File: config.mk
export PLATFORM = sky130hd
export DESIGN_NAME = addr_iter
export DESIGN_NICKNAME = d
export VERILOG_FILES = /design/src/rtl/sram_types_pkg.sv /design/src/rtl/addr_iter.sv
export VERILOG_INCLUDE_DIRS = /design/src /design/src/rtl
export SDC_FILE = /design/constraint.sdc
export NUM_CORES = 1
export LEC_CHECK = 0
export BUFFER_PORTS_ARGS = -buffer_cell sky130_fd_sc_hd__buf_4
export CORE_AREA = 2 2 39 41
export DETAILED_ROUTE_END_ITERATION = 7
export DIE_AREA = 0 0 41 43
export PLACE_DENSITY = 0.4
export SYNTH_ARGS = -nofsm -noshare
export SYNTH_HDL_FRONTEND = slang
export SYNTH_SLANG_ARGS = --single-unit
File: constraint.sdc
create_clock -name clk -period 1.2 [get_ports clk]
set_input_delay 0.24 -clock clk [delete_from_list [all_inputs] [get_ports clk]]
set_output_delay 0.24 -clock clk [all_outputs]
set_load 0.005 [all_outputs]
File: src/rtl/sram_tester_defs.svh
`ifndef SRAM_TESTER_DEFS_SVH
`define SRAM_TESTER_DEFS_SVH

// word address width of the SRAM
`define SRAM_ADDR_BITS 6

// data word width
`define SRAM_DATA_BITS 16

// expected FIFO holds 2**N words
`define EXP_FIFO_DEPTH_LOG2 2

// cycles the strobes stay active per access
`define SRAM_WAIT_CYCLES 2

// number of data patterns per full test
`define PATTERN_COUNT 5

`endif

File: src/rtl/sram_types_pkg.sv
`default_nettype none

`include "sram_tester_defs.svh"

package sram_types_pkg;

  // word address on the SRAM
  typedef logic [`SRAM_ADDR_BITS-1:0] sram_addr_t;

  // one data word, always written whole
  typedef logic [`SRAM_DATA_BITS-1:0] sram_data_t;

  // FIFO pointer, top bit is the wrap bit
  typedef logic [`EXP_FIFO_DEPTH_LOG2:0] fifo_ptr_t;

endpackage

`default_nettype wire

File: src/rtl/addr_iter.sv
`default_nettype none

module addr_iter
  import sram_types_pkg::*;
(
  input  wire        clk,
  input  wire        reset,
  input  wire        step,
  input  wire        clear,
  output sram_addr_t addr,
  output logic       last
);

  // highest address closes a sweep
  assign last = (addr == '1);

  always_ff @(posedge clk) begin
    if (reset) begin
      addr <= '0;
    end else if (clear) begin
      addr <= '0;
    end else if (step) begin
      // wrap back for the next sweep
      if (last) begin
        addr <= '0;
      end else begin
        addr <= addr + 1'b1;
      end
    end
  end

endmodule

`default_nettype wire

==> results_dict.tcl <==
set metrics [dict create \
    ys_top_cells_by_area "dfxtp_1 42%, xor2_1 9.1%, nand2_8 6.9%" \
    synth_cell_type_count 15 \
    fin_cells 67 \
    reg_top3 "addr: 6 flops" \
    nets 58 \
    min_from "reset" \
    cts_tree "done" \
    drt-total-wl_um 692 \
    fin_util_pct 35.9 \
    yosysTopAreaCellShare_pct 41.6 \
    dr_total_vias 300 \
    hold_end "addr[4]$_SDFFE_PP0P_" \
    fmax_ghz 0.838 \
    largest_reg_flops 6 \
    synth_nets 35 \
    initial_utilization_pct 20.9 \
    track_usage_pct 9.45 \
    drt-pass1-iter-count 2 \
    ir_worst_vdd_mv 0.388 \
    worst_slew_pin_slew_ns 0.269 \
    crit_arrival_ns 0.95 \
    crit_required_ns 0.96 \
    drtIter0Drc 2 \
    syn-instance-count 30 \
    slew_viol_final 0 \
    area_growth_pct 71.9 \
    rr_worst_depth 4 \
    power_density_mw_per_mm2 827 \
    cts-root-buf "clkbuf_4" \
    top_register "addr" \
    fin_worst_skew_ns 0.00382 \
    ys_ff_latch 6 \
    final.hold.worst_slack_ns 0.184 \
    antenna_cells 0 \
    grt_pass1_wl_um 1080 \
    p_leak_uw 0.000211 \
    clockBufferDepth 2 \
    reg2reg_to "addr[5]$_SDFFE_PP0P_" \
    core_mm2 0.00138 \
    regToRegSetupSlack_ns 0.08 \
    drive_gt1_share_pct 62.7 \
    outcome "finished clean" \
    finalCriticalPeriod_ns 1.19 \
    dieWidth_um 41 \
    ant_nets 0 \
    relSlewSlack_pct 81.9 \
    post-route-period-util_pct 99.5 \
    portBuffers 10 \
    netlist_area_um2 289 \
    num_io_pins 11 \
    cts.sinks 6 \
    hold-path-cell-count 2 \
    drc 0 \
    dpl.cell_count 59 \
    core.rowCount 14 \
    clk_latency_ns 0.24 \
    hpwl_um 530 \
    yosys_warnings 0 \
    antenna_found_initial 0 \
    path_class "reg -> out" \
    netSwitchingFraction_pct 20.4 \
    pwr-share-seq_pct 48.5 \
    dieHeight_um 43 \
    combPwrFrac_pct 7.6 \
    min-delay-path-class "in -> reg" \
    power.share.clock_pct 43.8 \
    rsz0062_at_grt "yes" \
    reg2reg_from "addr[2]$_SDFFE_PP0P_" \
    grt_pass1_vias 272 \
    finalHoldViolCount 0 \
    intPower_uw 327 \
    final_common_cell "buf_4" \
    grt_start_max_net_pins 7 \
    yosysSeqAreaShare_pct 41.6 \
    setup_viol 0 \
    synth_top_cell_by_area "dfxtp_1" \
    end_kind "output pin" \
    maxCapViolations 0 \
    fp.dieArea_mm2 0.00176 \
    syn_avg_cell_area_um2 9.63 \
    cts_buffers 3 \
    cts_max_level 1 \
    switchingPower_uw 83.9 \
    critPathMaxFanout 2 \
    clk_pin_slew_worst_paths_ns 0.04 \
    total_power_uw 411 \
    start_kind "flop" \
    place_congestion 0.735 \
    grt-ovfl-total 0 \
    via_per_inst 4.48 \
    wire_per_inst_um 10.3 \
]
-- cell usage after synthesis, drive strengths merged --
master  n
a21oi   1
dfxtp   6
ha      1
inv     1
mux2i   1
nand2   2
nand3b  2
nand4   3
nor2    3
nor3    3
o21ai   3
or3     1
xor2    3
-- power groups by stage --
stage | clock network (uW) | logic (uW) | registers [uW]
2_1_floorplan | 0 | 7.74 | 209
3_3_place_gp | 0 | 25.0 | 209
3_5_place_dp | 0 | 26.0 | 209
4_1_cts | 194 | 31.7 | 199
5_1_grt | 203 | 35.0 | 199
6_report | 180 | 31.4 | 199
-- what timing repair did --
item	in CTS	in global routing
endpoints found under the setup margin	1	1
setup buffers	5	0
hold buffers	0	0
pin swaps	3	0
resized for setup	13	0
-- metal layers --
layer	global-route usage, %	up-vias	wire length [um]
met2	14.1	8	351
met4	4.00	0	0
met1	10.0	140	292
met5	0	-	0
met3	6.28	0	49
li1	-	152	-
-- critical path: stages (launching register included) --
cell and delay (ns):
dfxtp_4 0.35, ha_4 0.13, inv_2 0.03, nor2_2 0.08, buf_4 0.12
-- final cells by class --
class / instances / area [um^2]
sequential: 6 / 135
fill: 156 / 887
timing repair buffer: 18 / 135
multi-input combinational: 23 / 180
inverter: 1 / 3.75
clock buffer: 3 / 22.5
tap: 16 / 20.0
-- worst max-delay path by stage --
stage                                     from                    to  slack (ns)  cells after the start
after global placement    addr[0]$_SDFFE_PP0P_  addr[3]$_SDFFE_PP0P_        0.09                      4
after global routing      addr[1]$_SDFFE_PP0P_                  last       -0.04                      4
final                     addr[1]$_SDFFE_PP0P_                  last       0.006                      4
after detailed placement  addr[0]$_SDFFE_PP0P_  addr[3]$_SDFFE_PP0P_        0.04                      4
after CTS                 addr[5]$_SDFFE_PP0P_                  last      -0.002                      3
after floorplan           addr[3]$_SDFFE_PP0P_  addr[5]$_SDFFE_PP0P_        0.15                      3
-- stage by stage --
stage          setup WS [ns]  instance area, um^2  TNS (ns)
2_1_floorplan          0.146                  289         0
3_3_place_gp          0.0859                  407         0
6_report             0.00602                  497         0
5_1_grt              -0.0396                  497   -0.0396
3_5_place_dp          0.0358                  407         0
4_1_cts             -0.00196                  497  -0.00196
-- logic make-up (layout without fill, tap and decap cells) --
kind of cell    count (synthesis)  in the layout  synth area share, %
compound gates                  4              4                 6.92
flops                           6              6                 41.6
buf+inv                         1             22                 1.30
fa+ha+maj                       1              1                 4.33
xor+xnor                        3              3                 9.09
mux                             1              1                 3.46
simple gates                   14             14                 33.3
(Power assumes the default switching activity.)
