`src/rtl/sram_tester_defs.svh`:
```
`ifndef SRAM_TESTER_DEFS_SVH
`define SRAM_TESTER_DEFS_SVH

// word address width of the SRAM
`define SRAM_ADDR_BITS 6

// data word width
`define SRAM_DATA_BITS 16

// expected FIFO holds 2**N words
`define EXP_FIFO_DEPTH_LOG2 2

// cycles the strobes stay active per access
`define SRAM_WAIT_CYCLES 2

// number of data patterns per full test
`define PATTERN_COUNT 5

`endif

```
`src/rtl/sram_types_pkg.sv`:
```
`default_nettype none

`include "sram_tester_defs.svh"

package sram_types_pkg;

  // word address on the SRAM
  typedef logic [`SRAM_ADDR_BITS-1:0] sram_addr_t;

  // one data word, always written whole
  typedef logic [`SRAM_DATA_BITS-1:0] sram_data_t;

  // FIFO pointer, top bit is the wrap bit
  typedef logic [`EXP_FIFO_DEPTH_LOG2:0] fifo_ptr_t;

endpackage

`default_nettype wire

```
`src/rtl/tester_ctrl_pkg.sv`:
```
`default_nettype none

package tester_ctrl_pkg;

  typedef enum logic [2:0] {
    st_start,
    st_write,
    st_read,
    st_next_pattern,
    st_done,
    st_halt
  } tester_state_t;

  // order here is the order the tester runs them
  typedef enum logic [2:0] {
    pat_zeros,
    pat_ones,
    pat_checker,
    pat_inv_checker,
    pat_addr
  } pattern_kind_t;

  typedef enum logic [1:0] {
    ph_idle,
    ph_write,
    ph_read,
    ph_respond
  } ctrl_phase_t;

endpackage

`default_nettype wire

```
`src/rtl/pattern_gen.sv`:
```
`default_nettype none

`include "sram_tester_defs.svh"

module pattern_gen
  import sram_types_pkg::*;
  import tester_ctrl_pkg::*;
(
  input  wire           clk,
  input  wire           reset,
  input  wire           step,
  input  wire           restart,
  input  wire sram_addr_t addr,
  output sram_data_t    pattern_data,
  output pattern_kind_t kind,
  output logic          last
);

  localparam pattern_kind_t last_kind = pattern_kind_t'(`PATTERN_COUNT - 1);

  assign last = (kind == last_kind);

  always_ff @(posedge clk) begin
    if (reset) begin
      kind <= pat_zeros;
    end else if (restart) begin
      kind <= pat_zeros;
    end else if (step) begin
      if (last) begin
        kind <= pat_zeros;
      end else begin
        kind <= pattern_kind_t'(kind + 3'd1);
      end
    end
  end

  // data word for the current kind
  always_comb begin
    case (kind)
      pat_zeros: begin
        pattern_data = '0;
      end
      pat_ones: begin
        pattern_data = '1;
      end
      pat_checker: begin
        pattern_data = {(`SRAM_DATA_BITS / 2){2'b10}};
      end
      pat_inv_checker: begin
        pattern_data = {(`SRAM_DATA_BITS / 2){2'b01}};
      end
      pat_addr: begin
        // address zero-extended into the word
        pattern_data = sram_data_t'(addr);
      end
      default: begin
        pattern_data = '0;
      end
    endcase
  end

endmodule

`default_nettype wire

```
`config.mk`:
```
export PLATFORM = sky130hd
export DESIGN_NAME = pattern_gen
export DESIGN_NICKNAME = d
export VERILOG_FILES = /design/src/rtl/sram_types_pkg.sv /design/src/rtl/tester_ctrl_pkg.sv /design/src/rtl/pattern_gen.sv
export VERILOG_INCLUDE_DIRS = /design/src /design/src/rtl
export SDC_FILE = /design/constraint.sdc
export NUM_CORES = 1
export LEC_CHECK = 0
export BUFFER_PORTS_ARGS = -buffer_cell sky130_fd_sc_hd__buf_2
export CORE_AREA = 5 5 42 44
export DETAILED_ROUTE_END_ITERATION = 8
export DIE_AREA = 0 0 47 49
export HOLD_SLACK_MARGIN = 0.12
export SLEW_MARGIN = 10
export SYNTH_ARGS = -nofsm -noshare
export SYNTH_HDL_FRONTEND = slang
export SYNTH_SLANG_ARGS = --single-unit
```
`constraint.sdc`:
```
create_clock -name clk -period 1.7 [get_ports clk]
set_input_delay 0.34 -clock clk [delete_from_list [all_inputs] [get_ports clk]]
set_output_delay 0.34 -clock clk [all_outputs]
set_load 0.03 [all_outputs]
```
==> results by group <==
Drt
  • WL per Instance: 11.0 um
  • Vias post-DR: 369
  • Total wire length: 959 um
  • Post-DRT Antenna Nets: 0
  • Post-route DRC: 0
  • DRT iter0 DRCs: 2
  • Vias per cell: 4.24
  • First-pass iteration count of the detailed router: 2

Floorplan
  • Die height: 49 um
  • Die W: 47 um
  • Die area: 2300 sq um
  • Core area: 1400 sq um
  • I/O pins: 30
  • Cell Rows: 14
  • Initial Utilization: 24.0%

Cells and area
  • Max reg flops: 3
  • Area delta synth->final: 99.6%
  • Biggest regs: kind: 3 flops
  • Sequential Area: 71.3 sq um
  • Biggest register: kind
  • Commonest non-fill, non-tap cell in the layout: buf_2
  • Layout cells sized above 1: 78.9%
  • Commonest cells after routing, fill and taps aside: 18 x buf_2, 11 x buf_6, 6 x nand2_1, 5 x ha_4, 4 x inv_4
  • Fill cell count: 146
  • Fin nets: 87
  • Ant. Diodes: 0
  • Area of the multi-input gates: 289 sq um

Synthesis
  • Area leader, netlist: ha_1
  • Yosys reg bits: 3
  • Synth Cell Area: 337 sq um
  • Syn_nets: 58
  • Synth Instances: 43
  • Synth Area in Adders: 18.6%
  • Post-synthesis xor/xnor area fraction: 0%
  • Multiplexer area fraction after synthesis: 2.97%
  • Unique masters post-synth: 18
  • Top area cells in the synthesized netlist: ha_1 19%, dfxtp_1 18%, buf_4 18%
  • Ys Warns: 0
  • Syn_area_per_cell: 7.83 sq um
  • Synth Area in Simple Gates: 19.7%
  • Share of the synthesized area in the top cell type: 18.6%
  • Largest family of logic cells by synthesized area: buffers and inverters
  • Compound-Gate Fraction of Synth Area: 16.7%
  • Sequential share of the synthesized area: 17.8%

Min path
  • Hold path cells: 2
  • Tightest Hold Check Type: input port to flip-flop
  • Hold Path End: kind[1]
  • Worst hold start: restart

Timing
  • Final Hold Viols: 0
  • Final setup TNS: 0 ps
  • Worst slew pin tran: 194 ps
  • Worst slew margin: 87.0%
  • RSZ-0062 raised after global routing: true
  • WHS: 303 ps
  • Final period util: 98.3%
  • Max Freq: 598 MHz
  • Worst setup margin: 28.2 ps
  • Slew Viols, Final: 0
  • Final min period: 1670 ps
  • Final setup violating endpoints: 0
  • Fin Clk Skew: 0.760 ps

Placement
  • Port bufs: 29
  • Setup WS pre-CTS: 169 ps
  • GPL Wtd Cong: 0.708
  • DP Wirelength: 702 um

Global routing
  • Largest net degree at the start of global routing: 9
  • Vias in the first global route: 339
  • Total GRT Usage: 8.02%
  • Global-route wire length before repair: 1350 um
  • Initial antenna violation count: 0
  • GRT overflow: 0

Power and ir drop
  • Leakage power: 0.337 nW
  • Power per Cell Area: 483 nW/um^2
  • VDD IR max: 0.000262 V

Worst setup path
  • CP required: 1360 ps
  • Startpoint Class: flip-flop
  • Setup slack, reg-to-reg: 430 ps
  • CP max FO: 4
  • Setup crit end kind: primary output
  • FF-to-FF Start: kind[0]
  • Critical R2R Capture: kind[0]
  • Critical path arrival: 1330 ps
  • Critical path class: flip-flop to primary output
  • Reg2Reg Depth: 7

Clocking
  • CTS buffer count: 3
  • CTS clk-pin slew, worst paths: 30 ps
  • Clock Latency Late Sink: 230 ps
  • Worst-case clock buffer depth: 2
  • H-tree levels: 1
  • Hold buffers post-CTS: 0
  • CTS tree: done
  • Root Driver: clkbuf_4
  • Clock sink count: 3

Run status
  • Status: completed

Job
  • Max-Cap Viols: 0
-- power by group --
group / total (mW) / leakage [nW] / internal [mW] / switching (mW)
Sequential: 0.0726 / 0.0266 / 0.0688 / 0.00381
Combinational: 0.132 / 0.296 / 0.0551 / 0.0767
Clock: 0.120 / 0.0150 / 0.0877 / 0.0328
Total: 0.325 / 0.337 / 0.212 / 0.113
-- worst max-delay path by stage --
stage | from | end | slack [ps] | cells past startpoint
2_1_floorplan | kind[0] | pattern_data[11] | 10 | 4
6_report | kind[0] | pattern_data[2] | 30 | 5
4_1_cts | kind[1] | pattern_data[5] | -10 | 6
3_5_place_dp | kind[1] | pattern_data[5] | 170 | 6
5_1_grt | kind[0] | pattern_data[4] | -20 | 5
3_3_place_gp | kind[1] | pattern_data[1] | 180 | 6
-- worst max-delay path, stage by stage (launching register included) --
cell	delay [ps]
dfxtp_4	370
ha_4	170
ha_4	150
a21oi_4	180
nand2_1	90
buf_6	150
-- metrics by stage --
stage / total power [mW] / instance area [sq um] / std cells / utilization (%)
detailed placement: 0.176 / 448 / 80 / 32.0
CTS: 0.314 / 541 / 86 / 38.6
finish: 0.325 / 672 / 87 / 47.9
global route: 0.341 / 672 / 87 / 47.9
floorplan: 0.155 / 343 / 43 / -
global placement: 0.176 / 448 / 80 / 32.0
-- cell type report --
| class | instances | share of cell area [%] |
|---|---|---|
| Tap cell | 16 | 2.98 |
| Inverter | 5 | 4.28 |
| Sequential cell | 3 | 10.6 |
| Multi-Input combinational cell | 27 | 43.0 |
| Timing Repair Buffer | 32 | 35.2 |
| Clock buffer | 4 | 3.91 |
-- cells in the mapped netlist, drive strengths merged --
| library cell | count |
|---|---|
| a211oi | 1 |
| a21o | 3 |
| a21oi | 2 |
| buf | 8 |
| dfxtp | 3 |
| ha | 5 |
| inv | 5 |
| mux2i | 1 |
| nand2 | 8 |
| nand2b | 1 |
| nand3 | 1 |
| nor2 | 2 |
| nor3 | 2 |
| o22a | 1 |
-- what timing repair did --
item | 4_1_cts | 5_1_grt
gates resized for setup | 20 | 29
hold endpoints to repair | 0 | 0
setup endpoints to repair | 15 | 16
pin swaps | 4 | 3
buffers inserted | 2 | 1
-- logic make-up (layout without fill, tap and decap cells) --
family / after synthesis / count (layout)
flops: 3 / 3
simple gates: 14 / 14
fa+ha+maj: 5 / 5
compound gates: 7 / 7
buf+inv: 13 / 41
mux: 1 / 1
-- metal layers --
metal | vias to the layer above | track usage (%) | wire length (um)
li1 | 188 | - | -
met1 | 156 | 8.53 | 352
met2 | 25 | 12.2 | 471
met3 | 0 | 2.21 | 136
met4 | 0 | 6.91 | 0
met5 | - | 0 | 0
No activity file was read; power rests on OpenSTA's default activity.
