--- src/rtl/sram_tester_defs.svh ---
`ifndef SRAM_TESTER_DEFS_SVH
`define SRAM_TESTER_DEFS_SVH

// word address width of the SRAM
`define SRAM_ADDR_BITS 6

// data word width
`define SRAM_DATA_BITS 16

// expected FIFO holds 2**N words
`define EXP_FIFO_DEPTH_LOG2 2

// cycles the strobes stay active per access
`define SRAM_WAIT_CYCLES 2

// number of data patterns per full test
`define PATTERN_COUNT 5

`endif

--- src/rtl/sram_types_pkg.sv ---
`default_nettype none

`include "sram_tester_defs.svh"

package sram_types_pkg;

  // word address on the SRAM
  typedef logic [`SRAM_ADDR_BITS-1:0] sram_addr_t;

  // one data word, always written whole
  typedef logic [`SRAM_DATA_BITS-1:0] sram_data_t;

  // FIFO pointer, top bit is the wrap bit
  typedef logic [`EXP_FIFO_DEPTH_LOG2:0] fifo_ptr_t;

endpackage

`default_nettype wire

--- src/rtl/expected_fifo.sv ---
`default_nettype none

`include "sram_tester_defs.svh"

module expected_fifo
  import sram_types_pkg::*;
(
  input  wire             clk,
  input  wire             reset,
  input  wire             push,
  input  wire sram_data_t push_data,
  input  wire             pop,
  output sram_data_t      pop_data,
  output logic            full,
  output logic            empty
);

  localparam int depth = 1 << `EXP_FIFO_DEPTH_LOG2;

  sram_data_t mem [depth];
  fifo_ptr_t wr_ptr;
  fifo_ptr_t rd_ptr;
  logic [`EXP_FIFO_DEPTH_LOG2-1:0] wr_idx;
  logic [`EXP_FIFO_DEPTH_LOG2-1:0] rd_idx;

  assign wr_idx = wr_ptr[`EXP_FIFO_DEPTH_LOG2-1:0];
  assign rd_idx = rd_ptr[`EXP_FIFO_DEPTH_LOG2-1:0];

  // same index, different lap means full
  assign empty = (wr_ptr == rd_ptr);
  assign full = (wr_ptr[`EXP_FIFO_DEPTH_LOG2] != rd_ptr[`EXP_FIFO_DEPTH_LOG2]) &&
                (wr_idx == rd_idx);

  // head word is always on the output
  assign pop_data = mem[rd_idx];

  always_ff @(posedge clk) begin
    if (reset) begin
      wr_ptr <= '0;
      rd_ptr <= '0;
    end else begin
      if (push && !full) begin
        wr_ptr <= wr_ptr + 1'b1;
      end
      if (pop && !empty) begin
        rd_ptr <= rd_ptr + 1'b1;
      end
    end
  end

  always_ff @(posedge clk) begin
    if (push && !full) begin
      mem[wr_idx] <= push_data;
    end
  end

endmodule

`default_nettype wire

--- config.mk ---
export PLATFORM = sky130hd
export DESIGN_NAME = expected_fifo
export DESIGN_NICKNAME = d
export VERILOG_FILES = /design/src/rtl/sram_types_pkg.sv /design/src/rtl/expected_fifo.sv
export VERILOG_INCLUDE_DIRS = /design/src /design/src/rtl
export SDC_FILE = /design/constraint.sdc
export NUM_CORES = 1
export LEC_CHECK = 0
export BUFFER_PORTS_ARGS = -buffer_cell sky130_fd_sc_hd__buf_2
export CORE_ASPECT_RATIO = 0.9
export CORE_MARGIN = 5
export CORE_UTILIZATION = 32
export CTS_CLUSTER_SIZE = 12
export DETAILED_ROUTE_END_ITERATION = 10
export GPL_TIMING_DRIVEN = 0
export PLACE_DENSITY = 0.56
export SLEW_MARGIN = 10
export SYNTH_ARGS = -nofsm -noshare
export SYNTH_HDL_FRONTEND = slang
export SYNTH_SLANG_ARGS = --single-unit
--- constraint.sdc ---
create_clock -name clk -period 2.63 [get_ports clk]
set_input_delay 0.6575 -clock clk [delete_from_list [all_inputs] [get_ports clk]]
set_output_delay 0.6575 -clock clk [all_outputs]
set_load 0.02 [all_outputs]
==> results of run 1 <==
[Yosys cell counts, drive strengths merged, types with 4 or more instances]
master	count	area, sq um
edfxtp	64	1922
buf	4	27.52
a31oi	4	25.02
o21ai	4	20.02
o211ai	5	37.54
mux4	16	360.4
nor3b	4	30.03
inv	4	15.01
ha	5	62.56
dfxtp	8	160.2
nand2	5	18.77
[registers in the layout, summed over array words and instances, names as in the netlist, named ones only]
name,count
mem,64
rd_ptr,3
wr_ptr,3
[kinds of logic (layout without fill, tap and decap cells)]
kind of cell	Yosys count	count (layout)	share of synthesized area, %
buffers and inverters	11	61	2.385
AO/OA/AOI/OAI	19	19	4.467
adder cells (fa/ha/maj)	5	5	2.168
flip-flops	72	72	72.16
XOR/XNOR	6	6	1.822
multiplexers	16	16	12.49
AND/OR/NAND/NOR	23	23	4.511
[placed cells by master (no fill, tap or decap), drive strengths merged, types with 2 or more instances in the layout]
cell / n
edfxtp: 64
nand3: 3
inv: 5
a211o: 2
nor2: 2
dfxtp: 8
nand4: 2
xor2: 3
a41oi: 2
xnor2: 3
nand2: 5
clkbuf: 12
o211ai: 5
ha: 5
mux4: 16
clkinv: 3
buf: 39
a21oi: 2
a31oi: 4
and2: 3
o21ai: 4
nor3b: 4
[metal layers]
metal	vias to the layer above	part of all wire, %
met4	0	0.42
met3	2	5.8
li1	708	-
met5	-	0
met1	750	46
met2	36	48
[power by group through the flow]
stage | clock network [mW] | registers, mW | logic [mW]
floorplan | 0 | 1.53 | 0.837
global placement | 0 | 1.55 | 1.16
detailed placement | 0 | 1.55 | 1.17
CTS | 0.831 | 1.53 | 1.17
global route | 0.890 | 1.55 | 1.27
finish | 0.807 | 1.53 | 1.16
[final timing paths]
kind                                      to  slack (ps)
worst max register to register     mem[1][2]         520
worst min register to register     rd_ptr[2]         530
worst max-delay path            pop_data[10]         260
worst min-delay path               rd_ptr[2]         530
[worst min-delay path, cell delays in order, from the launching register on]
cell	delay, ps
dfxtp_1	360
nand2_1	70
a31oi_1	60
[layout make-up]
type	count	area share (%)
Multi-Input combinational cell	69	22.08
Sequential cell	72	60.84
Timing Repair Buffer	37	5.594
Inverter	4	0.4388
Buffer	5	1.316
Tap cell	119	4.351
Clock buffer	9	3.620
Clock inverter	6	1.755
[what timing repair did]
action / CTS / global route
gates resized for setup: 0 / 2
pin swaps: 0 / 0
setup buffers: 0 / 0
endpoints found under the setup margin: 6 / 2
[per-stage QoR]
stage / util [%] / setup TNS (ps)
3_5_place_dp: 37.20 / 0
2_1_floorplan: - / 0
4_1_cts: 39.21 / 0
5_1_grt: 39.39 / 0
3_3_place_gp: 37.00 / -2891
6_report: 39.39 / 0
==> results.py, run 1 <==
metrics = {
    "routing": {
        "drt_iter0_drc": 47,
        "routed_via_density": 4.660,
        "first_pass_iters": 4,
        "route.final.wire_length_um": 5035,
        "num_vias": 1496,
        "postRouteAntennaNets": 0,
        "drcViolationCount": 0,
        "wire_per_inst_um": 15.69,
    },
    "synthesis": {
        "postSynthAreaPerCell_sq_um": 18.98,
        "synthArstFlopShare_pct": 0,
        "synth_ff_type": "edfxtp_1",
        "synth_fp_nets": 177,
        "synth_edf_count": 64,
        "synth_area_sq_um": 2885,
        "syn_inst": 152,
        "ys_seq_area_share_pct": 72.16,
        "synth_cell_types": 31,
        "ys_warn_count": 0,
        "ys_ff_latch": 72,
    },
    "clocking": {
        "tritoncts": "yes",
        "root_buffer": "clkbuf_8",
        "clk_pin_slew_ps": 70,
        "cts_buffer_depth": 2,
        "hold_buffers": 0,
        "cts_sinks": 72,
        "worstSkewPairLatency_ps": 330,
        "numCtsBuffers": 9,
        "htree_levels": 3,
    },
    "setup_path": {
        "cpMaxStageDelayCell": "mux4_2",
        "critPathBufInv": 2,
        "path_class": "flip-flop to output port",
        "r2r_cells": 3,
        "critPathTopFamily": "multiplexers",
        "crit_required_ps": 1970,
        "cp_num_cells": 3,
        "cp-end-kind": "output port",
        "rr_startpoint": "rd_ptr[0]",
        "worst-path-max-fanout": 16,
        "critPathMaxStageDelay_ps": 570,
        "arrival_ps": 1720,
        "startpoint_type": "flip-flop",
        "critical_path.cell_chain": "buf_4 > mux4_2 > buf_2",
    },
    "sta": {
        "period_minus_slack_ps": 2373,
        "slew_violations": 0,
        "hold_violations": 0,
        "grt_setup_unrepaired": "false",
        "finalCritPeriodShare_pct": 90.23,
        "max_slew.worst_pin.slew_ps": 897.5,
        "slew_headroom_pct": 40.17,
        "timing.hold.ws_ps": 531.4,
        "worst_slack_ps": 257.1,
        "setup_viol": 0,
        "clock.fmax_mhz": 421.4,
        "skew_ps": 7.582,
    },
    "power_and_ir_drop": {
        "p_seq_share_pct": 43.8,
        "p_sw_mw": 1.150,
        "p_int_mw": 2.349,
        "pwr-share-clk_pct": 23.1,
        "p_comb_share_pct": 33.2,
        "p_per_area_nw_per_um2": 1022,
        "p_total_mw": 3.499,
        "leakagePower_nw": 1.152,
        "ir_drop_mv": 0.5815,
        "switching_share_pct": 32.87,
    },
    "global_route": {
        "use_met1_pct": 12.14,
        "antenna_found_initial": 0,
        "grt_max_degree": 17,
        "grt_pass1_vias": 1518,
        "grt-ovfl-total": 0,
        "grt_pass1_wl_um": 7872,
        "track_usage_pct": 9.583,
        "grtUsageMet3_pct": 4.051,
        "use_met2_pct": 15.16,
        "top_usage_layer": "met2",
    },
    "worst_hold_path": {
        "hold_class": "flip-flop to flip-flop",
        "holdPathStages": 2,
        "hp-start": "rd_ptr[2]",
    },
    "placed_design": {
        "pre_cts_ws_ps": 346.4,
        "dp_hpwl_um": 3457,
        "dp_cells": 308,
        "place_area_sq_um": 3232,
        "numPortBuffers": 36,
        "gp_congestion": 0.7604,
    },
    "finish": {
        "regArea_sq_um": 2082,
        "multi_input_area_sq_um": 755.7,
        "drive_gt1_share_pct": 37.62,
        "fill_cells": 805,
        "final_nets": 223,
        "stdcell_area_sq_um": 3422,
        "antennaDiodeCount": 0,
        "layout.cells.non_filler": 321,
        "syn2layout_area_growth_pct": 18.60,
    },
    "die": {
        "fp.dieH_um": 100.1,
        "row_count": 32,
        "die_width_um": 110.1,
        "die_area_sq_um": 11020,
        "ios": 38,
        "coreArea_sq_um": 8688,
        "start_util_pct": 33.21,
    },
    "status": {
        "status": "finished, final reports clean",
    },
    "job": {
        "maxCapViolations": 0,
    },
}
Power figures use the tool's default switching activity.
==> run 2: changes to the inputs <==
--- a/config.mk
+++ b/config.mk
@@ -9,11 +9,11 @@
 export BUFFER_PORTS_ARGS = -buffer_cell sky130_fd_sc_hd__buf_2
 export CORE_ASPECT_RATIO = 0.9
 export CORE_MARGIN = 5
-export CORE_UTILIZATION = 32
+export CORE_UTILIZATION = 50
 export CTS_CLUSTER_SIZE = 12
 export DETAILED_ROUTE_END_ITERATION = 10
 export GPL_TIMING_DRIVEN = 0
-export PLACE_DENSITY = 0.56
+export PLACE_DENSITY = 0.78
 export SLEW_MARGIN = 10
 export SYNTH_ARGS = -nofsm -noshare
 export SYNTH_HDL_FRONTEND = slang
==> run 2 against run 1 <==
  * Critical path depth rose by 2
  * Combinational power barely moved
  * Cell count fell by 15%
  * Final area fell by 0.91%
  * Clock skew fell by 0.70 ps
  * Wire length fell by 4.4%
  * Register-to-register slack improved by 30 ps
  * Die area fell by 33%
==> results.py, run 2 (same netlist as run 1, synthesis figures left out) <==
metrics = {
    "status": {
        "status": "finished, final reports clean",
    },
    "finish": {
        "drive_gt1_share_pct": 37.44,
        "layout_common_cells": "64 x edfxtp_1, 36 x buf_2, 16 x mux4_2",
        "largestRegisters": "mem (64), rd_ptr (3), wr_ptr (3)",
        "multi_input_area_sq_um": 748.2,
        "largest_register_ffs": 64,
        "fill_cells": 412,
        "final_nets": 223,
        "regMostFlops": "mem",
        "layout.cells.non_filler": 273,
        "syn2layout_area_growth_pct": 17.52,
        "mostFrequentLayoutCell": "edfxtp_1",
        "regArea_sq_um": 2082,
        "antennaDiodeCount": 0,
        "utilization_pct": 60.25,
    },
    "placed_design": {
        "dp_hpwl_um": 3268,
        "numPortBuffers": 36,
        "gp_congestion": 0.8712,
        "dp_cells": 259,
    },
    "clocking": {
        "tritoncts": "yes",
        "numCtsBuffers": 9,
        "htree_levels": 3,
        "cts_buffer_depth": 2,
        "cts_sinks": 72,
        "cts_setup_buffers": 0,
        "root_buffer": "clkbuf_8",
        "clk_pin_slew_ps": 70,
        "worstSkewPairLatency_ps": 330,
    },
    "sta": {
        "clock.fmax_mhz": 407.5,
        "setup_tns_ps": 0,
        "finalCritPeriodShare_pct": 93.31,
        "max_slew.worst_pin.slew_ps": 835.9,
        "grt_setup_unrepaired": "false",
        "skew_ps": 6.885,
        "slew_violations": 0,
        "setup_viol": 0,
        "period_minus_slack_ps": 2454,
        "slew_headroom_pct": 44.27,
        "hold_violations": 0,
        "timing.hold.ws_ps": 538.2,
    },
    "routing": {
        "drt_iter0_drc": 82,
        "highest_layer": "met4",
        "route.final.wire_length_um": 4815,
        "wl_met3_um": 220,
        "first_pass_iters": 5,
        "wire_per_inst_um": 17.64,
        "drcViolationCount": 0,
        "wl_met2_um": 2589,
        "routed_via_density": 5.491,
        "m1WireLength_um": 1977,
        "postRouteAntennaNets": 0,
        "num_vias": 1499,
    },
    "global_route": {
        "track_usage_pct": 13.88,
        "grt_pass1_vias": 1571,
        "antenna_found_initial": 0,
        "grt-ovfl-total": 0,
        "grt_max_degree": 17,
        "grt_pass1_wl_um": 7659,
    },
    "setup_path": {
        "crit_required_ps": 1970,
        "critical_path.cell_chain": "buf_6 > xnor2_1 > nand2_1 > nor2_1 > buf_2",
        "startpoint_type": "flip-flop",
        "path_class": "flip-flop to output port",
        "cp-end-kind": "output port",
        "cpMaxStageDelayCell": "xnor2_1",
        "worst-path-max-fanout": 7,
        "critPathMaxStageDelay_ps": 440,
        "arrival_ps": 1800,
    },
    "die": {
        "coreArea_sq_um": 5628,
        "die_width_um": 90.08,
        "start_util_pct": 51.27,
        "fp.dieH_um": 82.07,
        "ios": 38,
        "die_area_sq_um": 7392,
        "row_count": 26,
    },
    "power_and_ir_drop": {
        "p_per_area_nw_per_um2": 1061,
        "ir_drop_mv": 0.6865,
        "leakagePower_nw": 1.166,
        "p_total_mw": 3.597,
    },
    "job": {
        "maxCapViolations": 0,
    },
    "worst_hold_path": {
        "hold_class": "primary input to flip-flop",
    },
}
==> run 2: through the flow <==
step / cell area [sq um] / setup slack (ps)
after CTS: 3392 / 3.165
after global routing: 3391 / 39.85
after detailed placement: 3174 / 370.0
final: 3391 / 175.9
after floorplan: 2885 / 613.7
after global placement: 3153 / -102.5
==> run 2: power by group <==
| group | switching [mW] | internal (mW) | leakage [nW] |
|---|---|---|---|
| clock network | 0.389 | 0.535 | 0.108 |
| registers | 0.0792 | 1.46 | 0.653 |
| logic | 0.678 | 0.460 | 0.405 |
| total | 1.15 | 2.45 | 1.17 |
==> run 2: path summary, 6_finish.rpt <==
kind	endpoint	start	slack, ps	depth (start not counted)
setup / recovery	empty	wr_ptr[1]	180	5
setup reg to reg	mem[0][8]	rd_ptr[1]	550	4
hold reg to reg	wr_ptr[2]	wr_ptr[2]	550	2
hold / removal	mem[0][9]	push_data[9]	540	1
==> run 2: area by class of cell <==
type,instances,area share (%)
flip-flops and latches,72,61.40
multi-input cells,69,22.07
repair buffers,37,5.756
clock buffers,9,3.653
clock inverters,7,2.768
well taps,70,2.583
plain buffers,5,1.328
inverters,4,0.4428
==> run 2: what timing repair did <==
action | 4_1_cts | 5_1_grt
setup endpoints to repair | 0 | 12
hold endpoints to repair | 0 | 0
hold buffers | 0 | 0
gates resized for setup | 0 | 1
==> run 2: worst max-delay path: cells and delay by family, from the launching register on <==
kind	cells	cell delay [ps]
buf+inv	2	310
simple gates	2	380
flops	1	340
xor+xnor	1	440
==> run 2: layer usage <==
| layer | vias up | track usage [%] |
|---|---|---|
| li1 | 712 | - |
| met1 | 747 | 14.48 |
| met2 | 36 | 26.02 |
| met3 | 4 | 5.128 |
| met4 | 0 | 4.911 |
| met5 | - | 0 |
