$ cat src/rtl/sram_tester_defs.svh
`ifndef SRAM_TESTER_DEFS_SVH
`define SRAM_TESTER_DEFS_SVH

// word address width of the SRAM
`define SRAM_ADDR_BITS 6

// data word width
`define SRAM_DATA_BITS 16

// expected FIFO holds 2**N words
`define EXP_FIFO_DEPTH_LOG2 2

// cycles the strobes stay active per access
`define SRAM_WAIT_CYCLES 2

// number of data patterns per full test
`define PATTERN_COUNT 5

`endif

$ cat src/rtl/sram_types_pkg.sv
`default_nettype none

`include "sram_tester_defs.svh"

package sram_types_pkg;

  // word address on the SRAM
  typedef logic [`SRAM_ADDR_BITS-1:0] sram_addr_t;

  // one data word, always written whole
  typedef logic [`SRAM_DATA_BITS-1:0] sram_data_t;

  // FIFO pointer, top bit is the wrap bit
  typedef logic [`EXP_FIFO_DEPTH_LOG2:0] fifo_ptr_t;

endpackage

`default_nettype wire

$ cat src/rtl/tester_ctrl_pkg.sv
`default_nettype none

package tester_ctrl_pkg;

  typedef enum logic [2:0] {
    st_start,
    st_write,
    st_read,
    st_next_pattern,
    st_done,
    st_halt
  } tester_state_t;

  // order here is the order the tester runs them
  typedef enum logic [2:0] {
    pat_zeros,
    pat_ones,
    pat_checker,
    pat_inv_checker,
    pat_addr
  } pattern_kind_t;

  typedef enum logic [1:0] {
    ph_idle,
    ph_write,
    ph_read,
    ph_respond
  } ctrl_phase_t;

endpackage

`default_nettype wire

$ cat src/rtl/tester_fsm.sv
`default_nettype none

module tester_fsm
  import sram_types_pkg::*;
  import tester_ctrl_pkg::*;
(
  input  wire             clk,
  input  wire             reset,
  input  wire             cmd_ready,
  input  wire             rsp_valid,
  input  wire sram_data_t rsp_data,
  input  wire sram_addr_t addr,
  input  wire             addr_last,
  input  wire sram_data_t pattern_data,
  input  wire             pattern_last,
  input  wire             fifo_full,
  input  wire sram_data_t expected,
  output logic            cmd_valid,
  output logic            cmd_write,
  output sram_addr_t      cmd_addr,
  output sram_data_t      cmd_wdata,
  output logic            rsp_ready,
  output logic            addr_step,
  output logic            addr_clear,
  output logic            pattern_step,
  output logic            pattern_restart,
  output logic            fifo_push,
  output logic            fifo_pop,
  output logic            test_done,
  output logic            test_pass,
  output sram_data_t      read_data,
  output sram_data_t      expected_data
);

  tester_state_t state;
  logic cmd_fire;
  logic rsp_fire;
  logic mismatch;
  logic issue;
  // last read of the sweep is out, wait for its response
  logic sweep_end;

  assign cmd_fire = cmd_valid && cmd_ready;
  assign rsp_fire = rsp_valid && rsp_ready;
  assign mismatch = rsp_fire && (rsp_data != expected);

  // one command at a time, reads gated by FIFO space
  assign issue = !cmd_valid && !mismatch &&
                 ((state == st_write) ||
                  ((state == st_read) && !fifo_full && !sweep_end));

  assign addr_step       = cmd_fire;
  assign addr_clear      = (state == st_start);
  assign pattern_step    = (state == st_next_pattern);
  assign pattern_restart = (state == st_done);
  assign fifo_push       = cmd_fire && !cmd_write;
  assign fifo_pop        = rsp_fire;
  assign test_done       = (state == st_done);

  always_ff @(posedge clk) begin
    if (reset) begin
      state     <= st_start;
      cmd_valid <= 1'b0;
      sweep_end <= 1'b0;
      test_pass <= 1'b1;
      rsp_ready <= 1'b0;
    end else begin
      rsp_ready <= 1'b1;
      if (cmd_fire) begin
        cmd_valid <= 1'b0;
      end else if (issue) begin
        cmd_valid <= 1'b1;
      end
      if (mismatch) begin
        // sticky fail, the tester stops here
        test_pass <= 1'b0;
        cmd_valid <= 1'b0;
        state     <= st_halt;
      end else begin
        case (state)
          st_start: begin
            state <= st_write;
          end
          st_write: begin
            if (cmd_fire && addr_last) begin
              state <= st_read;
            end
          end
          st_read: begin
            if (cmd_fire && addr_last) begin
              sweep_end <= 1'b1;
            end
            if (sweep_end && rsp_fire) begin
              sweep_end <= 1'b0;
              state     <= pattern_last ? st_done : st_next_pattern;
            end
          end
          st_next_pattern: begin
            state <= st_write;
          end
          st_done: begin
            state <= st_write;
          end
          default: begin
            state <= st_halt;
          end
        endcase
      end
    end
  end

  // command fields latched at issue, held until transfer
  always_ff @(posedge clk) begin
    if (issue) begin
      cmd_write <= (state == st_write);
      cmd_addr  <= addr;
      cmd_wdata <= pattern_data;
    end
  end

  // last compared pair for debug
  always_ff @(posedge clk) begin
    if (reset) begin
      read_data     <= '0;
      expected_data <= '0;
    end else if (rsp_fire) begin
      read_data     <= rsp_data;
      expected_data <= expected;
    end
  end

endmodule

`default_nettype wire

$ cat config.mk
export PLATFORM = sky130hd
export DESIGN_NAME = tester_fsm
export DESIGN_NICKNAME = d
export VERILOG_FILES = /design/src/rtl/sram_types_pkg.sv /design/src/rtl/tester_ctrl_pkg.sv /design/src/rtl/tester_fsm.sv
export VERILOG_INCLUDE_DIRS = /design/src /design/src/rtl
export SDC_FILE = /design/constraint.sdc
export NUM_CORES = 1
export LEC_CHECK = 0
export BUFFER_PORTS_ARGS = -buffer_cell sky130_fd_sc_hd__buf_2
export CORE_MARGIN = 3
export CORE_UTILIZATION = 44
export CTS_CLUSTER_SIZE = 25
export DETAILED_ROUTE_END_ITERATION = 6
export PLACE_DENSITY_LB_ADDON = 0.05
export SETUP_SLACK_MARGIN = 0.5
export SYNTH_ARGS = -nofsm -noshare
export SYNTH_HDL_FRONTEND = slang
export SYNTH_SLANG_ARGS = --single-unit
$ cat constraint.sdc
create_clock -name clk -period 3.5 [get_ports clk]
set_clock_uncertainty 0.2 [all_clocks]
set_input_delay 0.35 -clock clk [delete_from_list [all_inputs] [get_ports clk]]
set_output_delay 0.35 -clock clk [all_outputs]
set_load 0.02 [all_outputs]
==> results.md, run 1 <==
* Vias in the first global route at 2045
* Largest net degree at the start of global routing at 37
* HP Class: in2reg
* #FFs+latches synth at 62
* Gr usage total at 19.6%
* Max Slew Vio Count at 0
* Ys async rst share at 0%
* Crit end category: output pin
* Final hold vios at 0
* Final core occ at between 60% and 70%
* Multi-input gate area at roughly 850 µm²
* Primary FF master, synth: dfxtp_1
* Crit Path Class: reg2out
* DR pass1 iterations at 4
* Antenna Cells at 0
* Number of flops mapped to enable cells by yosys at 23
* Clock tree buffer depth at 2
* Iter 0 DRT Violations at 62
* Status: completed
* Final setup TNS at 0 ns
* Post-route ant nets at 0
* Worst slew pin tran at 0.676 ns
* Final #Nets at 438
* Register area share after synthesis at about three fifths
* Die extent in y at 79.5 µm
* Worst EP required at roughly 3.0 ns
* IO Count at 126
* RSZ-0062 raised after global routing: no
* Drt drc at 0
* # resized after CTS at 0
* First-pass GRT wire length at approximately 9.5 mm
* CTS tree: built
* Max VDD drop at 287 µV
* WHS Endpoint: read_data[7]$_SDFFE_PP0P_
* Cts bufs inserted at 9
* Die width at 79.5 µm
* Max frequency at 418 MHz
* Remaining Overflow, GRT at 0
* Max FO, Critical Path at 34
* Crit path DAT at approximately 1.8 ns
* Syn_nets at 289
* Via-per-instance ratio at 4.71
* Initial core utilization at roughly 46%
* Hold wc startpoint: rsp_data[7]
* Setup Buffers After CTS at 0
* Area growth syn-to-layout at 46.9%
* Cell count of the worst hold path at 3
* Met1 GRT Util at 24.8%
* Reg-to-Reg Start: rsp_ready$_DFF_P_
* Busiest grt layer: met2
* Post-detail-place hpwl at between 4 and 5 mm
* Core Rows at 26
* R2R Setup Slk at roughly 1.3 ns
* CTS sink cnt at 62
* GRT met3 Usage at 7.34%
* Worst-skew pair later-pin latency at between 0.3 and 0.4 ns
* Syn Inst Count at 228
* Synth cell types at 34
* Reg2reg end: cmd_wdata[15]$_DFFE_PP_
* Vias at roughly 2100
* Core box area at a little over 5000 µm²
* Leak pwr at approximately 1.6 nW
* Reg2Reg Depth at 5
* Drt wl/cell at about 13 µm
* CTS clk-pin slew, worst paths at approximately 0.07 ns
* Sequential Area at about 1500 µm²
* Final setup viols at 0
* Routability cong. at roughly 0.76
* Yosys Warn Count at 0
* CTS Root Cell: clkbuf_8
* Max-cap viol count at 0
* Minimum clock period at 2.39 ns
* Syn Area/Cell at 10.4 µm²
* Fill cells at around 430
* Drt total wl at 6.00 mm
* Cell Area, Synth at around 2400 µm²
* Synth top area cells: dfxtp_1 33%, edfxtp_1 29%, nand2_1 10%
* Port-buffer cells at 125
* Final Cycle Share at 68.4%
* Area leader, netlist: dfxtp_1
* Element type at the critical path start: register
* Slew HR at 54.9%
* Share of layout cells above drive strength 1 at roughly two fifths
* Die area at roughly 6300 µm²
* Antenna violations before repair at 0
* Power Density at 491 nW/µm²
* Top-area cell type share of the netlist area at about a third
* CTS H-tree depth at 3
* Met2 global-route usage at ~30%
## cell type report
type	instances	share of cell area [%]
clock buffers	11	3.77
clock inverters	5	2.15
inverters	2	0.215
multi-input cells	152	24.3
flip-flops and latches	62	42.2
well taps	70	2.51
repair buffers	150	24.9
## cells in the mapped netlist (all sizes together) (2+ instances only)
cell	instances
xor2	16
nor2b	2
and2b	2
nand3	2
edfxtp	23
nand4	2
a22oi	2
nor4	4
inv	2
dfxtp	39
a21oi	34
nand2	66
buf	4
clkbuf	8
nor2	2
nor3b	2
o21ai	3
## per-stage QoR
step	cells	hold WS, ns	worst slack [ns]	total power [mW]	area [µm²]
final	452	0.0676	1.11	1.71	3490
after global routing	452	0.0658	0.991	1.79	3490
after CTS	452	0.0588	1.09	1.73	3490
after detailed placement	414	0.244	1.17	1.05	3060
after global placement	414	0.239	1.22	1.05	3060
after floorplan	228	0.249	0.714	0.956	2370
## metal layers
layer  up-vias  share of wire (%)
met5         -                  0
met4         0                2.0
met3        11                9.0
met2        83                 45
met1       955                 44
li1       1082                  -
## cells by family (layout without fill, tap and decap cells)
family / after synthesis / count (layout) / share of synthesized area (%)
AOI/OAI and AO/OA: 45 / 45 / 10.8
xor gates and xnor gates: 16 / 16 / 5.90
buffers and inverters: 14 / 168 / 2.53
DFF: 62 / 62 / 62.0
muxes: 1 / 1 / 0.422
and+or+nand+nor: 90 / 90 / 18.4
## layout by cell type (no fill, tap or decap), drive strengths merged, types with 3 or more instances in the layout
master and n:
xor2 16, dfxtp 39, nor4 4, clkbuf 11, dlygate4sd3 22, buf 128
edfxtp 23, nand2 66, o21ai 3, a21oi 34
## state kept, by name, indices dropped and copies added (netlist names), 3 cells and up
register and count:
state 3, expected_data 16, read_data 16, cmd_addr 6
cmd_wdata 16
## worst max-delay path, cell delays in order, from the launching register on
cell and delay, ns:
dfxtp_1 0.37, nand2_1 0.07, buf_4 0.24, inv_1 0.54, buf_2 0.29
## worst max-delay path by stage
stage	from	endpoint	slack, ns
2_1_floorplan	rsp_data[10]	cmd_addr[0]$_DFFE_PP_	0.71
3_3_place_gp	rsp_valid	cmd_wdata[13]$_DFFE_PP_	1.22
3_5_place_dp	rsp_valid	cmd_wdata[10]$_DFFE_PP_	1.17
4_1_cts	rsp_ready$_DFF_P_	fifo_pop	1.09
5_1_grt	rsp_ready$_DFF_P_	fifo_pop	0.99
6_report	rsp_ready$_DFF_P_	fifo_pop	1.11
## where the power goes
part / internal (mW) / total [mW] / switching [mW]
Sequential: 0.794 / 0.812 / 0.0177
Clock: 0.397 / 0.656 / 0.259
Combinational: 0.0973 / 0.245 / 0.147
Total: 1.29 / 1.71 / 0.424
## what timing repair did
action,CTS,global route
endpoints found under the setup margin,0,0
hold buffers,22,0
endpoints found under the hold margin,22,0
No activity file was read; power rests on OpenSTA's default activity.
==> run 2, diff against run 1 <==
ABC_AREA = 1   (was unset)
CORE_UTILIZATION = 40   (was 44)
clock period = 2.1 ns   (was 3.5 ns; I/O delays follow)
==> run 2 against run 1 <==
  * Synthesized cell count rose by 26%
  * Synthesized area rose by 3.6%
  * Sequential share of layout area fell by 6.6 points
  * Critical path depth rose by 1
  * Global-route usage rose by 0.31 points
  * Critical path type is now reg2reg
  * Largest cell class unchanged
  * Largest power group unchanged
==> results.md, run 2 <==
* Commonest cells after routing, fill and taps aside: 120 x buf_2, 51 x nor2_1, 51 x dlygate4sd3_1 (was 125 x buf_2, 66 x nand2_1, 39 x dfxtp_1)
* Gr usage total at 19.9% (was 19.6%)
* Area leader, netlist: dfxtp_1 (unchanged)
* Routability cong. at 0.820 (was 0.759)
* Drt wl/cell at 12.9 µm (was 13.3 µm)
* Max frequency at 609 MHz
* Number of flops mapped to enable cells by yosys at 23 (unchanged)
* Syn Area/Cell at 8.55 µm² (was 10.4 µm²)
* #FFs+latches synth at 62 (unchanged)
* Vias in the first global route at 2411 (was 2045)
* Syn_nets at 349 (was 289)
* Clock tree buffer depth at 2 (unchanged)
* Worst EP required at 1.94 ns (was 2.95 ns)
* Final Cycle Share at approximately 78%
* Minimum clock period at 1.64 ns
* Port-buffer cells at 125 (unchanged)
* Reg2Reg Depth at 5 (unchanged)
* Antenna Cells at 0 (unchanged)
* Core Rows at 27 (was 26)
* Element type at the critical path start: register (unchanged)
* Leak pwr at 2.05 nW (was 1.56 nW)
* Synth cell types at 23 (was 34)
* Leading cell type by number of instances after synthesis: nor2_1 (was nand2_1)
* Area growth syn-to-layout at 69.4% (was 46.9%)
* Ys async rst share at 0% (unchanged)
* Max-cap viol count at 0 (unchanged)
* Dpl ws at 0.107 ns (was 1.17 ns)
* Worst slew pin tran at 0.333 ns (was 0.676 ns)
* Synth top area cells: dfxtp_1 32%, edfxtp_1 28%, nor2_1 9.2% (was dfxtp_1 33%, edfxtp_1 29%, nand2_1 10%)
* Via-per-instance ratio at 4.49 (was 4.71)
* R2R Setup Slk at 0.46 ns (was 1.31 ns)
* Primary FF master, synth: dfxtp_1 (unchanged)
* Vias at 2499 (was 2131)
* Drt drc at 0 (unchanged)
* Initial core utilization at 42.9% (was 45.9%)
* DR pass1 iterations at 4 (unchanged)
* Max Slew Vio Count at 0 (unchanged)
* Crit path DAT at 1.48 ns (was 1.84 ns)
* Min Hold Slack at 0.0155 ns (was 0.0676 ns)
* CTS tree: built (unchanged)
* CTS clk-pin slew, worst paths at 0.07 ns (about the same)
* Final core occ at 72.6% (was 67.4%)
* IO Count at 126 (unchanged)
* Largest net degree at the start of global routing at 37 (unchanged)
* Cts bufs inserted at 9 (unchanged)
* Crit end category: register (was output pin)
* Worst-skew pair later-pin latency at 0.32 ns (was 0.33 ns)
* Fin area at 4170 µm² (was 3490 µm²)
* Top-area cell type share of the netlist area at 31.7% (was 32.9%)
* Top Registers: cmd_wdata: 16 flops, expected_data: 16 flops, read_data: 16 flops (unchanged)
* Final hold vios at 0 (unchanged)
* Post-detail-place hpwl at 4.32 mm (was 4.15 mm)
* Status: completed (unchanged)
* Post-route ant nets at 0 (unchanged)
* Die area at 7130 µm² (was 6310 µm²)
* Post-synth top cells: 60 x nor2_1, 48 x nand2_1, 39 x dfxtp_1 (was 66 x nand2_1, 39 x dfxtp_1, 34 x a21oi_1)
* Reg2reg end: cmd_wdata[3]$_DFFE_PP_ (was cmd_wdata[15]$_DFFE_PP_)
* CTS Root Cell: clkbuf_8 (unchanged)
* Drt total wl at 7.19 mm (was 6.00 mm)
* CTS H-tree depth at 3 (unchanged)
* Share of layout cells above drive strength 1 at 37.5% (was 38.5%)
* WHS Endpoint: read_data[1]$_SDFFE_PP0P_ (was read_data[7]$_SDFFE_PP0P_)
* CTS sink cnt at 62 (unchanged)
* Yosys Warn Count at 0 (unchanged)
* Power Density at 814 nW/µm² (was 491 nW/µm²)
* Crit Path Class: reg2reg (was reg2out)
* Max FO, Critical Path at 5 (was 34)
* Final setup TNS at 0 ns (unchanged)
* DP Area at 3190 µm² (was 3060 µm²)
* Remaining Overflow, GRT at 0 (unchanged)
* HP Class: in2reg (unchanged)
* Slew HR at 77.8% (was 54.9%)
* Most common cell after layout, fill and taps aside: buf_2 (unchanged)
* First-pass GRT wire length at 11.3 mm (was 9.49 mm)
* Cell Area, Synth at 2460 µm² (was 2370 µm²)
* RSZ-0062 raised after global routing: yes (was no)
* Max VDD drop at 531 µV (was 287 µV)
* Register area share after synthesis at 59.8% (was 62.0%)
* Reg-to-Reg Start: state[0]$_SDFFE_PP0P_ (was rsp_ready$_DFF_P_)
* Iter 0 DRT Violations at 89 (was 62)
* Final #Nets at 541 (was 438)
* Cell count of the worst hold path at 3 (unchanged)
* Antenna violations before repair at 0 (unchanged)
* Die width at 84.4 µm (was 79.5 µm)
* Fill cells at 487 (was 426)
* Die extent in y at 84.4 µm (was 79.5 µm)
* Hold wc startpoint: rsp_data[1] (was rsp_data[7])
* Core box area at 5740 µm² (was 5170 µm²)
* Final setup viols at 0 (unchanged)
* Syn Inst Count at 288 (was 228)
* Final WS setup at 0.459 ns (was 1.11 ns)
==> run 2: changes by cell type after synthesis, sizes merged, moves of 2 or more <==
cell | previous run | this run
nor3b | 2 | 0
a21oi | 34 | 24
nor2b | 2 | 0
inv | 2 | 36
clkbuf | 8 | 4
nand2 | 66 | 51
o21ai | 3 | 33
nor4 | 4 | 0
xor2 | 16 | 0
and2b | 2 | 0
nor2 | 2 | 62
a22oi | 2 | 0
buf | 4 | 6
==> run 2: cell families (layout without fill, tap and decap cells) <==
family                 Yosys count  after routing  share of synthesized area [%]
flip-flops                      62             62                           59.8
AND/OR/NAND/NOR                121            122                           20.3
AO/OA/AOI/OAI                   59             59                           12.5
buffers and inverters           46            242                           7.42
==> run 2: cell type report <==
class	instances	area, µm²	area share, %
sequential	62	1480	35.6
timing repair buffer	190	1330	31.9
multi-input combinational	181	896	21.5
inverter	36	140	3.36
clock buffer	11	131	3.15
clock inverter	5	97.6	2.34
tap	72	90.1	2.16
==> run 2: worst max path at each step <==
stage	start	endpoint	slack, ns	cells after the start
4_1_cts	state[0]$_SDFFE_PP0P_	cmd_addr[4]$_DFFE_PP_	0.45	5
2_1_floorplan	expected[13]	cmd_addr[0]$_DFFE_PP_	0.44	8
5_1_grt	state[0]$_SDFFE_PP0P_	cmd_wdata[3]$_DFFE_PP_	0.41	5
3_3_place_gp	expected[1]	cmd_wdata[1]$_DFFE_PP_	0.13	10
3_5_place_dp	expected[1]	cmd_wdata[5]$_DFFE_PP_	0.11	10
6_report	state[0]$_SDFFE_PP0P_	cmd_wdata[3]$_DFFE_PP_	0.46	5
==> run 2: timing repair <==
item	CTS	global route
resized for setup	19	15
endpoints found under the setup margin	27	32
cloned	2	1
hold buffers	51	0
pin swaps	5	2
hold endpoints to repair	52	0
buffers inserted	7	2
==> run 2: report_power, final <==
group | leakage, nW | switching [mW] | internal (mW) | total, mW
clock | 0.113 | 0.434 | 0.782 | 1.22
sequential | 0.538 | 0.0514 | 1.38 | 1.43
combinational | 1.40 | 0.417 | 0.333 | 0.751
==> run 2: metrics by stage <==
stage / std cells / total power [mW]
2_1_floorplan: 288 / 1.79
3_3_place_gp: 478 / 2.00
3_5_place_dp: 478 / 2.01
4_1_cts: 554 / 3.38
5_1_grt: 557 / 3.56
6_report: 557 / 3.39
==> run 2: layer usage <==
layer	up-vias	part of all wire, %	GRT usage, %
li1	1302	-	-
met1	1098	42	23.5
met2	88	50	35.2
met3	11	6.6	4.81
met4	0	1.4	7.19
met5	-	0	0
==> run 2: critical path, cell delays in order (launching register included) <==
cell     delay (ns)
dfxtp_4        0.36
inv_4          0.08
nand3_4        0.08
o31ai_4        0.23
and3b_2        0.28
buf_6          0.13
